File: config.mk
export PLATFORM = sky130hd
export DESIGN_NAME = digital_clock
export DESIGN_NICKNAME = d
export VERILOG_FILES = /design/src/hdl/clock_pkg.sv /design/src/hdl/alarm_unit.sv /design/src/hdl/button_sync.sv /design/src/hdl/digital_clock.sv /design/src/hdl/hms_counter.sv /design/src/hdl/mode_ctrl.sv /design/src/hdl/seg_display.sv /design/src/hdl/tick_gen.sv
export VERILOG_INCLUDE_DIRS = /design/src /design/src/include
export SDC_FILE = /design/constraint.sdc
export NUM_CORES = 1
export LEC_CHECK = 0
export BUFFER_PORTS_ARGS = -buffer_cell sky130_fd_sc_hd__buf_2
export CORE_MARGIN = 2
export CORE_UTILIZATION = 50
export CTS_CLUSTER_DIAMETER = 80
export DETAILED_ROUTE_END_ITERATION = 10
export PLACE_DENSITY = 0.66
export REMOVE_ABC_BUFFERS = 1
export SLEW_MARGIN = 20
export SYNTH_ARGS = -nofsm -noshare
export SYNTH_HDL_FRONTEND = slang
export SYNTH_SLANG_ARGS = --single-unit
File: constraint.sdc
create_clock -name clk -period 5.94 [get_ports clk]
set_input_delay 1.485 -clock clk [delete_from_list [all_inputs] [get_ports clk]]
set_output_delay 1.485 -clock clk [all_outputs]
set_load 0.005 [all_outputs]
File: src/include/clock_defines.svh
// default divisors and field limits for the six-digit clock
// include where a divisor, a limit or the digit count is needed

`ifndef CLOCK_DEFINES_SVH
`define CLOCK_DEFINES_SVH

// ------------------------------------------------------------------------
// prescaler divisors, in clk cycles
// ------------------------------------------------------------------------
`define CLK_SEC_DIV		50000000	// one second at 50 MHz
`define CLK_SCAN_DIV	5000		// per digit scan step
`define CLK_DEB_DIV		500000		// button sample period

// ------------------------------------------------------------------------
// field limits, last value before wrap
// ------------------------------------------------------------------------
`define CLK_SEC_MAX		59
`define CLK_MIN_MAX		59
`define CLK_HOU_MAX		23

// number of multiplexed digits on the board
`define CLK_NUM_DIGITS	6

`endif

File: src/hdl/clock_pkg.sv
// shared types of the digital clock
// modules take these by a wildcard import in their body

`default_nettype none

package clock_pkg;

	// operating mode, advanced by the mode button
	typedef enum logic [1:0] {
		MODE_CLOCK = 2'd0,
		MODE_SETUP = 2'd1,
		MODE_ALARM = 2'd2
	} mode_t;

	// field under edit, advanced by the position button
	typedef enum logic [1:0] {
		FLD_SEC = 2'd0,
		FLD_MIN = 2'd1,
		FLD_HOU = 2'd2
	} field_t;

	// one hours, minutes or seconds value, 0 to 59
	typedef logic [5:0] hms_t;

	// single decimal digit
	typedef logic [3:0] bcd_t;

	// segments {a, b, c, d, e, f, g}, a lit segment is 1
	typedef logic [6:0] seg_t;

endpackage

`default_nettype wire

File: src/hdl/alarm_unit.sv
// alarm compare, o_alarm latches on a match while enabled
// clearing the enable drops the output on the next cycle

`timescale 1ns/100ps
`default_nettype none

module alarm_unit (
	input  logic            clk,
	input  logic            rst_n,
	input  clock_pkg::hms_t i_sec,
	input  clock_pkg::hms_t i_min,
	input  clock_pkg::hms_t i_hou,
	input  clock_pkg::hms_t i_al_sec,
	input  clock_pkg::hms_t i_al_min,
	input  clock_pkg::hms_t i_al_hou,
	input  logic            i_alarm_en,
	output logic            o_alarm
);

	import clock_pkg::*;

	logic match;

	assign match = (i_sec == i_al_sec) && (i_min == i_al_min) && (i_hou == i_al_hou);

	always_ff @(posedge clk or negedge rst_n) begin
		if (!rst_n) begin
			o_alarm <= 1'b0;
		end else begin
			o_alarm <= i_alarm_en & (match | o_alarm);	// held until disabled
		end
	end

endmodule

`default_nettype wire

File: src/hdl/button_sync.sv
// push button synchronizer and debouncer
// gives one o_press pulse per press, sampled on i_sample

`timescale 1ns/100ps
`default_nettype none

module button_sync (
	input  logic clk,
	input  logic rst_n,
	input  logic i_btn,		// raw button, high when pressed
	input  logic i_sample,	// debounce sample enable
	output logic o_press
);

	logic       sync1;
	logic       sync2;
	logic [1:0] hist;	// [0] newest sample
	logic       accept;

	// two-flop synchronizer on the raw pin
	always_ff @(posedge clk or negedge rst_n) begin
		if (!rst_n) begin
			sync1 <= 1'b0;
			sync2 <= 1'b0;
		end else begin
			sync1 <= i_btn;
			sync2 <= sync1;
		end
	end

	// low, high, high over three samples is a new press
	assign accept = i_sample & sync2 & hist[0] & ~hist[1];

	always_ff @(posedge clk or negedge rst_n) begin
		if (!rst_n) begin
			hist    <= 2'b00;
			o_press <= 1'b0;
		end else begin
			if (i_sample) begin
				hist <= {hist[0], sync2};
			end
			o_press <= accept;	// held button never repeats the pattern
		end
	end

endmodule

`default_nettype wire

File: src/hdl/digital_clock.sv
// top level of the six-digit 24-hour clock with alarm
// divisors are parameters so a testbench can run fast

`timescale 1ns/100ps
`default_nettype none

`include "clock_defines.svh"

module digital_clock #(
	parameter int SEC_DIV  = `CLK_SEC_DIV,
	parameter int SCAN_DIV = `CLK_SCAN_DIV,
	parameter int DEB_DIV  = `CLK_DEB_DIV
) (
	input  logic            clk,
	input  logic            rst_n,
	input  logic            i_btn_mode,		// next mode
	input  logic            i_btn_pos,		// next field
	input  logic            i_btn_inc,		// add one to field
	input  logic            i_btn_alarm,	// alarm enable toggle
	output clock_pkg::seg_t o_seg,
	output logic            o_seg_dp,
	output logic [5:0]      o_seg_enb,
	output logic            o_alarm
);

	import clock_pkg::*;

	logic       sec_tick;
	logic       scan_tick;
	logic       deb_tick;
	logic       press_mode;
	logic       press_pos;
	logic       press_inc;
	logic       press_alarm;
	mode_t      mode;
	field_t     field;
	logic       alarm_en;
	logic       time_tick;
	logic [2:0] time_inc;
	logic [2:0] alarm_inc;
	hms_t       sec;
	hms_t       min;
	hms_t       hou;
	hms_t       al_sec;
	hms_t       al_min;
	hms_t       al_hou;

	// ------------------------------------------------------------------------
	// enables and buttons
	// ------------------------------------------------------------------------
	tick_gen #(.DIV(SEC_DIV))  u_sec_tick  (.clk(clk), .rst_n(rst_n), .o_tick(sec_tick));
	tick_gen #(.DIV(SCAN_DIV)) u_scan_tick (.clk(clk), .rst_n(rst_n), .o_tick(scan_tick));
	tick_gen #(.DIV(DEB_DIV))  u_deb_tick  (.clk(clk), .rst_n(rst_n), .o_tick(deb_tick));

	button_sync u_btn_mode (
		.clk(clk), .rst_n(rst_n), .i_btn(i_btn_mode), .i_sample(deb_tick), .o_press(press_mode)
	);
	button_sync u_btn_pos (
		.clk(clk), .rst_n(rst_n), .i_btn(i_btn_pos), .i_sample(deb_tick), .o_press(press_pos)
	);
	button_sync u_btn_inc (
		.clk(clk), .rst_n(rst_n), .i_btn(i_btn_inc), .i_sample(deb_tick), .o_press(press_inc)
	);
	button_sync u_btn_alarm (
		.clk(clk), .rst_n(rst_n), .i_btn(i_btn_alarm), .i_sample(deb_tick),
		.o_press(press_alarm)
	);

	// ------------------------------------------------------------------------
	// control, counters and alarm
	// ------------------------------------------------------------------------
	mode_ctrl u_mode_ctrl (
		.clk(clk), .rst_n(rst_n),
		.i_press_mode(press_mode), .i_press_pos(press_pos),
		.i_press_inc(press_inc), .i_press_alarm(press_alarm),
		.i_sec_tick(sec_tick),
		.o_mode(mode), .o_field(field), .o_alarm_en(alarm_en),
		.o_time_tick(time_tick), .o_time_inc(time_inc), .o_alarm_inc(alarm_inc)
	);

	hms_counter u_time_cnt (
		.clk(clk), .rst_n(rst_n), .i_tick(time_tick), .i_inc(time_inc),
		.o_sec(sec), .o_min(min), .o_hou(hou)
	);

	hms_counter u_alarm_cnt (	// set by buttons only
		.clk(clk), .rst_n(rst_n), .i_tick(1'b0), .i_inc(alarm_inc),
		.o_sec(al_sec), .o_min(al_min), .o_hou(al_hou)
	);

	alarm_unit u_alarm (
		.clk(clk), .rst_n(rst_n),
		.i_sec(sec), .i_min(min), .i_hou(hou),
		.i_al_sec(al_sec), .i_al_min(al_min), .i_al_hou(al_hou),
		.i_alarm_en(alarm_en), .o_alarm(o_alarm)
	);

	seg_display u_disp (
		.clk(clk), .rst_n(rst_n), .i_mode(mode), .i_field(field),
		.i_sec(sec), .i_min(min), .i_hou(hou),
		.i_al_sec(al_sec), .i_al_min(al_min), .i_al_hou(al_hou),
		.i_scan(scan_tick),
		.o_seg(o_seg), .o_seg_dp(o_seg_dp), .o_seg_enb(o_seg_enb)
	);

endmodule

`default_nettype wire

File: src/hdl/hms_counter.sv
// hours, minutes and seconds counters with carry
// i_tick counts with carry, i_inc bumps a single field without carry

`timescale 1ns/100ps
`default_nettype none

`include "clock_defines.svh"

module hms_counter (
	input  logic            clk,
	input  logic            rst_n,
	input  logic            i_tick,
	input  logic [2:0]      i_inc,	// {hou, min, sec}
	output clock_pkg::hms_t o_sec,
	output clock_pkg::hms_t o_min,
	output clock_pkg::hms_t o_hou
);

	import clock_pkg::*;

	localparam hms_t SEC_MAX = hms_t'(`CLK_SEC_MAX);
	localparam hms_t MIN_MAX = hms_t'(`CLK_MIN_MAX);
	localparam hms_t HOU_MAX = hms_t'(`CLK_HOU_MAX);

	logic sec_wrap;
	logic min_wrap;
	logic sec_step;
	logic min_step;
	logic hou_step;

	function automatic hms_t next_val(hms_t v, hms_t max);
		return (v >= max) ? hms_t'(0) : hms_t'(v + 1'b1);
	endfunction

	assign sec_wrap = (o_sec == SEC_MAX);
	assign min_wrap = (o_min == MIN_MAX);

	// carry ripples through on the same edge
	assign sec_step = i_tick | i_inc[0];
	assign min_step = (i_tick & sec_wrap) | i_inc[1];
	assign hou_step = (i_tick & sec_wrap & min_wrap) | i_inc[2];

	always_ff @(posedge clk or negedge rst_n) begin
		if (!rst_n) begin
			o_sec <= '0;
			o_min <= '0;
			o_hou <= '0;
		end else begin
			if (sec_step) begin
				o_sec <= next_val(o_sec, SEC_MAX);
			end
			if (min_step) begin
				o_min <= next_val(o_min, MIN_MAX);
			end
			if (hou_step) begin
				o_hou <= next_val(o_hou, HOU_MAX);	// 23 back to 0
			end
		end
	end

endmodule

`default_nettype wire

File: src/hdl/mode_ctrl.sv
// mode, field and alarm enable registers of the clock
// routes the increment button and the second tick to the counters

`timescale 1ns/100ps
`default_nettype none

module mode_ctrl (
	input  logic              clk,
	input  logic              rst_n,
	input  logic              i_press_mode,
	input  logic              i_press_pos,
	input  logic              i_press_inc,
	input  logic              i_press_alarm,
	input  logic              i_sec_tick,
	output clock_pkg::mode_t  o_mode,
	output clock_pkg::field_t o_field,
	output logic              o_alarm_en,
	output logic              o_time_tick,
	output logic [2:0]        o_time_inc,	// {hou, min, sec}
	output logic [2:0]        o_alarm_inc	// {hou, min, sec}
);

	import clock_pkg::*;

	// one-hot increment for the selected field
	function automatic logic [2:0] field_sel(field_t f);
		case (f)
			FLD_SEC: return 3'b001;
			FLD_MIN: return 3'b010;
			FLD_HOU: return 3'b100;
			default: return 3'b000;
		endcase
	endfunction

	// ------------------------------------------------------------------------
	// control registers
	// ------------------------------------------------------------------------
	always_ff @(posedge clk or negedge rst_n) begin
		if (!rst_n) begin
			o_mode     <= MODE_CLOCK;
			o_field    <= FLD_SEC;
			o_alarm_en <= 1'b0;
		end else begin
			if (i_press_mode) begin
				case (o_mode)
					MODE_CLOCK: o_mode <= MODE_SETUP;
					MODE_SETUP: o_mode <= MODE_ALARM;
					default:    o_mode <= MODE_CLOCK;
				endcase
			end
			if (i_press_pos) begin
				case (o_field)
					FLD_SEC: o_field <= FLD_MIN;
					FLD_MIN: o_field <= FLD_HOU;
					default: o_field <= FLD_SEC;
				endcase
			end
			if (i_press_alarm) begin
				o_alarm_en <= ~o_alarm_en;
			end
		end
	end

	// ------------------------------------------------------------------------
	// increment and tick routing, same cycle as the press
	// ------------------------------------------------------------------------
	assign o_time_tick = i_sec_tick && (o_mode != MODE_SETUP);	// time frozen while set

	assign o_time_inc  = (i_press_inc && o_mode == MODE_SETUP) ? field_sel(o_field) : 3'b000;
	assign o_alarm_inc = (i_press_inc && o_mode == MODE_ALARM) ? field_sel(o_field) : 3'b000;

endmodule

`default_nettype wire

File: src/hdl/seg_display.sv
// six-digit multiplexed seven-segment driver
// shows the alarm time in alarm mode, the time otherwise
// decimal point marks the field being edited

`timescale 1ns/100ps
`default_nettype none

`include "clock_defines.svh"

module seg_display (
	input  logic              clk,
	input  logic              rst_n,
	input  clock_pkg::mode_t  i_mode,
	input  clock_pkg::field_t i_field,
	input  clock_pkg::hms_t   i_sec,
	input  clock_pkg::hms_t   i_min,
	input  clock_pkg::hms_t   i_hou,
	input  clock_pkg::hms_t   i_al_sec,
	input  clock_pkg::hms_t   i_al_min,
	input  clock_pkg::hms_t   i_al_hou,
	input  logic              i_scan,		// scan step enable
	output clock_pkg::seg_t   o_seg,
	output logic              o_seg_dp,
	output logic [5:0]        o_seg_enb		// active low, one digit at a time
);

	import clock_pkg::*;

	localparam int   ND       = `CLK_NUM_DIGITS;
	localparam hms_t SEC_MAX  = hms_t'(`CLK_SEC_MAX);
	localparam hms_t MIN_MAX  = hms_t'(`CLK_MIN_MAX);
	localparam hms_t HOU_MAX  = hms_t'(`CLK_HOU_MAX);
	localparam bcd_t BLANK    = 4'hf;
	localparam seg_t SEG_ZERO = 7'b111_1110;

	logic [2:0] scan_idx;
	logic [2:0] dp_idx;
	hms_t       show_sec;
	hms_t       show_min;
	hms_t       show_hou;
	hms_t       fld_val;
	hms_t       fld_max;
	bcd_t       digit;
	logic       dp_on;

	function automatic seg_t bcd_to_seg(bcd_t d);
		case (d)
			4'd0:    return 7'b111_1110;
			4'd1:    return 7'b011_0000;
			4'd2:    return 7'b110_1101;
			4'd3:    return 7'b111_1001;
			4'd4:    return 7'b011_0011;
			4'd5:    return 7'b101_1011;
			4'd6:    return 7'b101_1111;
			4'd7:    return 7'b111_0000;
			4'd8:    return 7'b111_1111;
			4'd9:    return 7'b111_0011;
			default: return 7'b000_0000;	// blank
		endcase
	endfunction

	// ------------------------------------------------------------------------
	// scan index, 0 is the rightmost digit
	// ------------------------------------------------------------------------
	always_ff @(posedge clk or negedge rst_n) begin
		if (!rst_n) begin
			scan_idx <= '0;
		end else if (i_scan) begin
			if (scan_idx == 3'(ND - 1)) begin
				scan_idx <= '0;
			end else begin
				scan_idx <= scan_idx + 1'b1;
			end
		end
	end

	// ------------------------------------------------------------------------
	// source select, split and decode
	// ------------------------------------------------------------------------
	assign show_sec = (i_mode == MODE_ALARM) ? i_al_sec : i_sec;
	assign show_min = (i_mode == MODE_ALARM) ? i_al_min : i_min;
	assign show_hou = (i_mode == MODE_ALARM) ? i_al_hou : i_hou;

	always_comb begin
		case (scan_idx[2:1])	// two digits per field
			2'd0: begin
				fld_val = show_sec;
				fld_max = SEC_MAX;
			end
			2'd1: begin
				fld_val = show_min;
				fld_max = MIN_MAX;
			end
			default: begin
				fld_val = show_hou;
				fld_max = HOU_MAX;
			end
		endcase

		// odd index is the tens digit
		if (fld_val > fld_max) begin
			digit = BLANK;	// out of range shows nothing
		end else if (scan_idx[0]) begin
			digit = bcd_t'(fld_val / 10);
		end else begin
			digit = bcd_t'(fld_val % 10);
		end
	end

	// setup marks the ones digit, alarm the tens digit of the field
	assign dp_idx = {i_field, i_mode == MODE_ALARM};
	assign dp_on  = (i_mode != MODE_CLOCK) && (scan_idx == dp_idx);

	// registered pin drivers
	always_ff @(posedge clk or negedge rst_n) begin
		if (!rst_n) begin
			o_seg     <= SEG_ZERO;
			o_seg_dp  <= 1'b0;
			o_seg_enb <= 6'b111110;
		end else begin
			o_seg     <= bcd_to_seg(digit);
			o_seg_dp  <= dp_on;
			o_seg_enb <= ~(6'b000001 << scan_idx);
		end
	end

endmodule

`default_nettype wire

File: src/hdl/tick_gen.sv
// prescaler giving a one-cycle enable every DIV clk cycles
// replaces the derived clocks, everything stays on clk

`timescale 1ns/100ps
`default_nettype none

module tick_gen #(
	parameter int DIV = 2
) (
	input  logic clk,
	input  logic rst_n,
	output logic o_tick
);

	localparam int CW = (DIV > 1) ? $clog2(DIV) : 1;

	logic [CW-1:0] cnt;

	always_ff @(posedge clk or negedge rst_n) begin
		if (!rst_n) begin
			cnt    <= '0;
			o_tick <= 1'b0;
		end else begin
			if (cnt == CW'(DIV - 1)) begin
				cnt    <= '0;
				o_tick <= 1'b1;	// one pulse per wrap
			end else begin
				cnt    <= cnt + 1'b1;
				o_tick <= 1'b0;
			end
		end
	end

endmodule

`default_nettype wire

==> flow_metrics.tcl <==
set metrics [dict create \
    wl_per_cell_um 16.5 \
    end_kind "flip-flop" \
    num_antenna_cells 0 \
    grt_max_degree 99 \
    worst_slack_ps 425 \
    vias 5634 \
    syn2layout_area_growth_pct 11.2 \
    finClkSkew_ps 7.19 \
    synth_seq_cells 140 \
    max_cap_viol_count 0 \
    io_pins 21 \
    cts_tree "yes" \
    place_ws_ps 588 \
    ctsResizeCount 0 \
    startpoint_type "flip-flop" \
    floorplan.die_area_um2 16100 \
    p_leak_nw 3.79 \
    drc 0 \
    worst-path-max-fanout 13 \
    ys_seq_area_share_pct 46.7 \
    holdBufCountCts 0 \
    grt_pass1_wl_um 27300 \
    final_area_um2 8380 \
    finalCritPeriodShare_pct 92.9 \
    totalWireLength_um 16100 \
    dp_hpwl_um 11200 \
    drive_gt1_share_pct 13.0 \
    drt.antenna.violating_nets 0 \
    worst_r2r_path_depth 18 \
    powerDensity_nw_per_um2 243 \
    async_flop_share_pct 100 \
    rsz0062_at_grt "false" \
    relSlewSlack_pct 29.0 \
    slew_violations 0 \
    dr.pass1.iters 4 \
    ys_types 88 \
    critPathKind "flip-flop to flip-flop" \
    synthCells 759 \
    min_period_ps 5520 \
    synth_area_leaders "dfrtp_1 43%, xor2_1 4.8%, dfstp_2 3.8%" \
    hold_viol 0 \
    synth_top_area_share_pct 42.8 \
    grt_pass1_vias 5541 \
    holdCritPathClass "flip-flop to flip-flop" \
    grt_usage_pct 21.2 \
    synth_top_cell_by_area "dfrtp_1" \
    synth_edf_count 0 \
    antenna_found_initial 0 \
    die-height_um 127 \
    max_stage_delay_ps 670 \
    htree_levels 4 \
    cp.arrival_ps 5860 \
    dpl_cell_area_um2 7780 \
    fmax_mhz 181 \
    tightestPinTransition_ps 1050 \
    outcome "finished clean" \
    gp_congestion 0.917 \
    floorplan.initialDensity_pct 51.5 \
    hold_slack_ps 352 \
    clkTransAtPathRegs_ps 70 \
    root_buffer "clkbuf_16" \
    cts_buffer_depth 2 \
    crit_required_ps 6280 \
    insertion_delay_ps 420 \
    ys_warn_count 0 \
    chipWidth_um 127 \
    cts_setup_buffers 0 \
    synthFlopType "dfrtp_1" \
    finalSetupViolCount 0 \
    io_buffers 20 \
    fin_nets 807 \
    coreArea_um2 14600 \
    worstPathCellList "nor2b_1 > o211ai_1 > nand3_1 > clkinv_1 > nor2_1 > a21oi_1 > ha_1 > nor3b_1 > a221oi_1 > o2111a_1 > and2_4 > a21oi_2 > or4_1 > o211ai_1 > inv_1 > ha_1 > or4_1 > o211ai_1" \
    dr.first_iter.drc_count 430 \
    holdPathStages 0 \
    overflow 0 \
    netlist_area_um2 7540 \
    cts_sinks 140 \
    row_count 44 \
    viasPerCell 5.78 \
    crit_path_top_delay_cell "nor2b_1" \
    irDropWorstVdd_mv 0.207 \
    fin_setup_tns_ps 0 \
    numCtsBuffers 17 \
    cpMostUsedCell "o211ai_1" \
    avgSynthCellArea_um2 9.93 \
]
==> cell usage in the layout (no fill, tap or decap), types with 5 or more instances in the layout <==
| master | n |
|---|---|
| mux2i_1 | 6 |
| xnor2_1 | 32 |
| o21ai_0 | 46 |
| nor2b_1 | 13 |
| nor4_1 | 8 |
| dfstp_2 | 11 |
| nor3b_1 | 5 |
| nand3_1 | 44 |
| a221oi_1 | 6 |
| xor2_1 | 41 |
| ha_1 | 23 |
| or4_1 | 5 |
| inv_6 | 5 |
| dfrtp_1 | 129 |
| nand2b_1 | 8 |
| nor2_1 | 69 |
| nor3_1 | 12 |
| inv_1 | 33 |
| nand2_1 | 64 |
| and3_1 | 16 |
| and2_1 | 7 |
| clkbuf_16 | 17 |
| nand4_1 | 18 |
| mux2_2 | 9 |
| nand3b_1 | 7 |
| buf_2 | 19 |
| o211ai_1 | 6 |
| o31ai_1 | 13 |
| a21oi_1 | 18 |
==> state kept, by name, indices dropped and copies added, names as in the netlist, 2 cells and up <==
| name | flops |
|---|---|
| u_sec_tick.cnt | 26 |
| u_deb_tick.cnt | 19 |
| u_scan_tick.cnt | 13 |
| u_disp.o_seg | 7 |
| u_alarm_cnt.o_hou | 6 |
| u_alarm_cnt.o_min | 6 |
| u_alarm_cnt.o_sec | 6 |
| u_disp.o_seg_enb | 6 |
| u_time_cnt.o_hou | 6 |
| u_time_cnt.o_min | 6 |
| u_time_cnt.o_sec | 6 |
| u_disp.scan_idx | 3 |
| u_btn_alarm.hist | 2 |
| u_btn_inc.hist | 2 |
| u_btn_mode.hist | 2 |
| u_btn_pos.hist | 2 |
| u_mode_ctrl.o_field | 2 |
| u_mode_ctrl.o_mode | 2 |
==> final cells by class <==
class,count,area (um2)
clock buffers,18,439
inverters,36,140
multi-input cells,560,3770
repair buffers,23,129
well taps,184,230
flip-flops and latches,140,3520
clock inverters,14,153
fillers,1235,6270
==> worst paths after layout <==
check / slack, ps / startpoint / end
worst min-delay path: 350 / u_btn_pos.sync1 / u_btn_pos.sync2
worst min register to register: 350 / u_btn_pos.sync1 / u_btn_pos.sync2
min in group asynchronous: 1170 / rst_n / u_time_cnt.o_hou[1]
worst max register to register: 420 / u_mode_ctrl.o_mode[1] / u_disp.o_seg[3]
max in group asynchronous: 3690 / rst_n / u_time_cnt.o_sec[2]
worst max-delay path: 420 / u_mode_ctrl.o_mode[1] / u_disp.o_seg[3]
==> cell families after synthesis <==
kind of cell,share of synthesized area [%]
xor gates and xnor gates,8.48
buffers and inverters,3.40
DFF,46.7
AOI/OAI and AO/OA,13.6
and+or+nand+nor,20.3
muxes,3.54
adders and majority gates,3.95
==> per-stage QoR <==
stage          std cells  util (%)  power, W
2_1_floorplan        736         -  0.000975
3_3_place_gp         943      53.2  0.000996
3_5_place_dp         943      53.2  0.000997
4_1_cts              975      57.2   0.00206
5_1_grt              975      57.2   0.00211
6_report             975      57.2   0.00204
==> critical path: cells and delay by family, from the launching register on <==
| kind | cells | cell delay, ps |
|---|---|---|
| AOI/OAI and AO/OA | 7 | 1380 |
| adders and majority gates | 2 | 500 |
| buffers and inverters | 2 | 490 |
| DFF | 1 | 520 |
| and+or+nand+nor | 7 | 2540 |
==> synthesized netlist by cell type, types with 16 or more instances <==
| library cell | count |
|---|---|
| inv_1 | 33 |
| and3_1 | 16 |
| xnor2_1 | 32 |
| nand3_1 | 44 |
| nand4_1 | 18 |
| o21ai_0 | 47 |
| nor2_1 | 69 |
| xor2_1 | 41 |
| a21oi_1 | 18 |
| nand2_1 | 64 |
| ha_1 | 23 |
| dfrtp_1 | 129 |
==> where the power goes <==
group	switching, W	leakage, nW	total [W]	internal [W]
sequential	0.000000627	1.86	0.000957	0.000957
clock	0.000453	0.287	0.00106	0.000605
combinational	0.0000179	1.64	0.0000199	0.00000196
total	0.000471	3.79	0.00204	0.00156
==> per-layer routing <==
layer / share of wire, % / vias to the layer above / GRT usage, %
li1: - / 2753 / -
met3: 3.3 / 10 / 4.81
met2: 49 / 99 / 35.2
met1: 47 / 2772 / 28.4
met5: 0 / - / 0
met4: 0.62 / 0 / 5.88
Power figures use the tool's default switching activity.
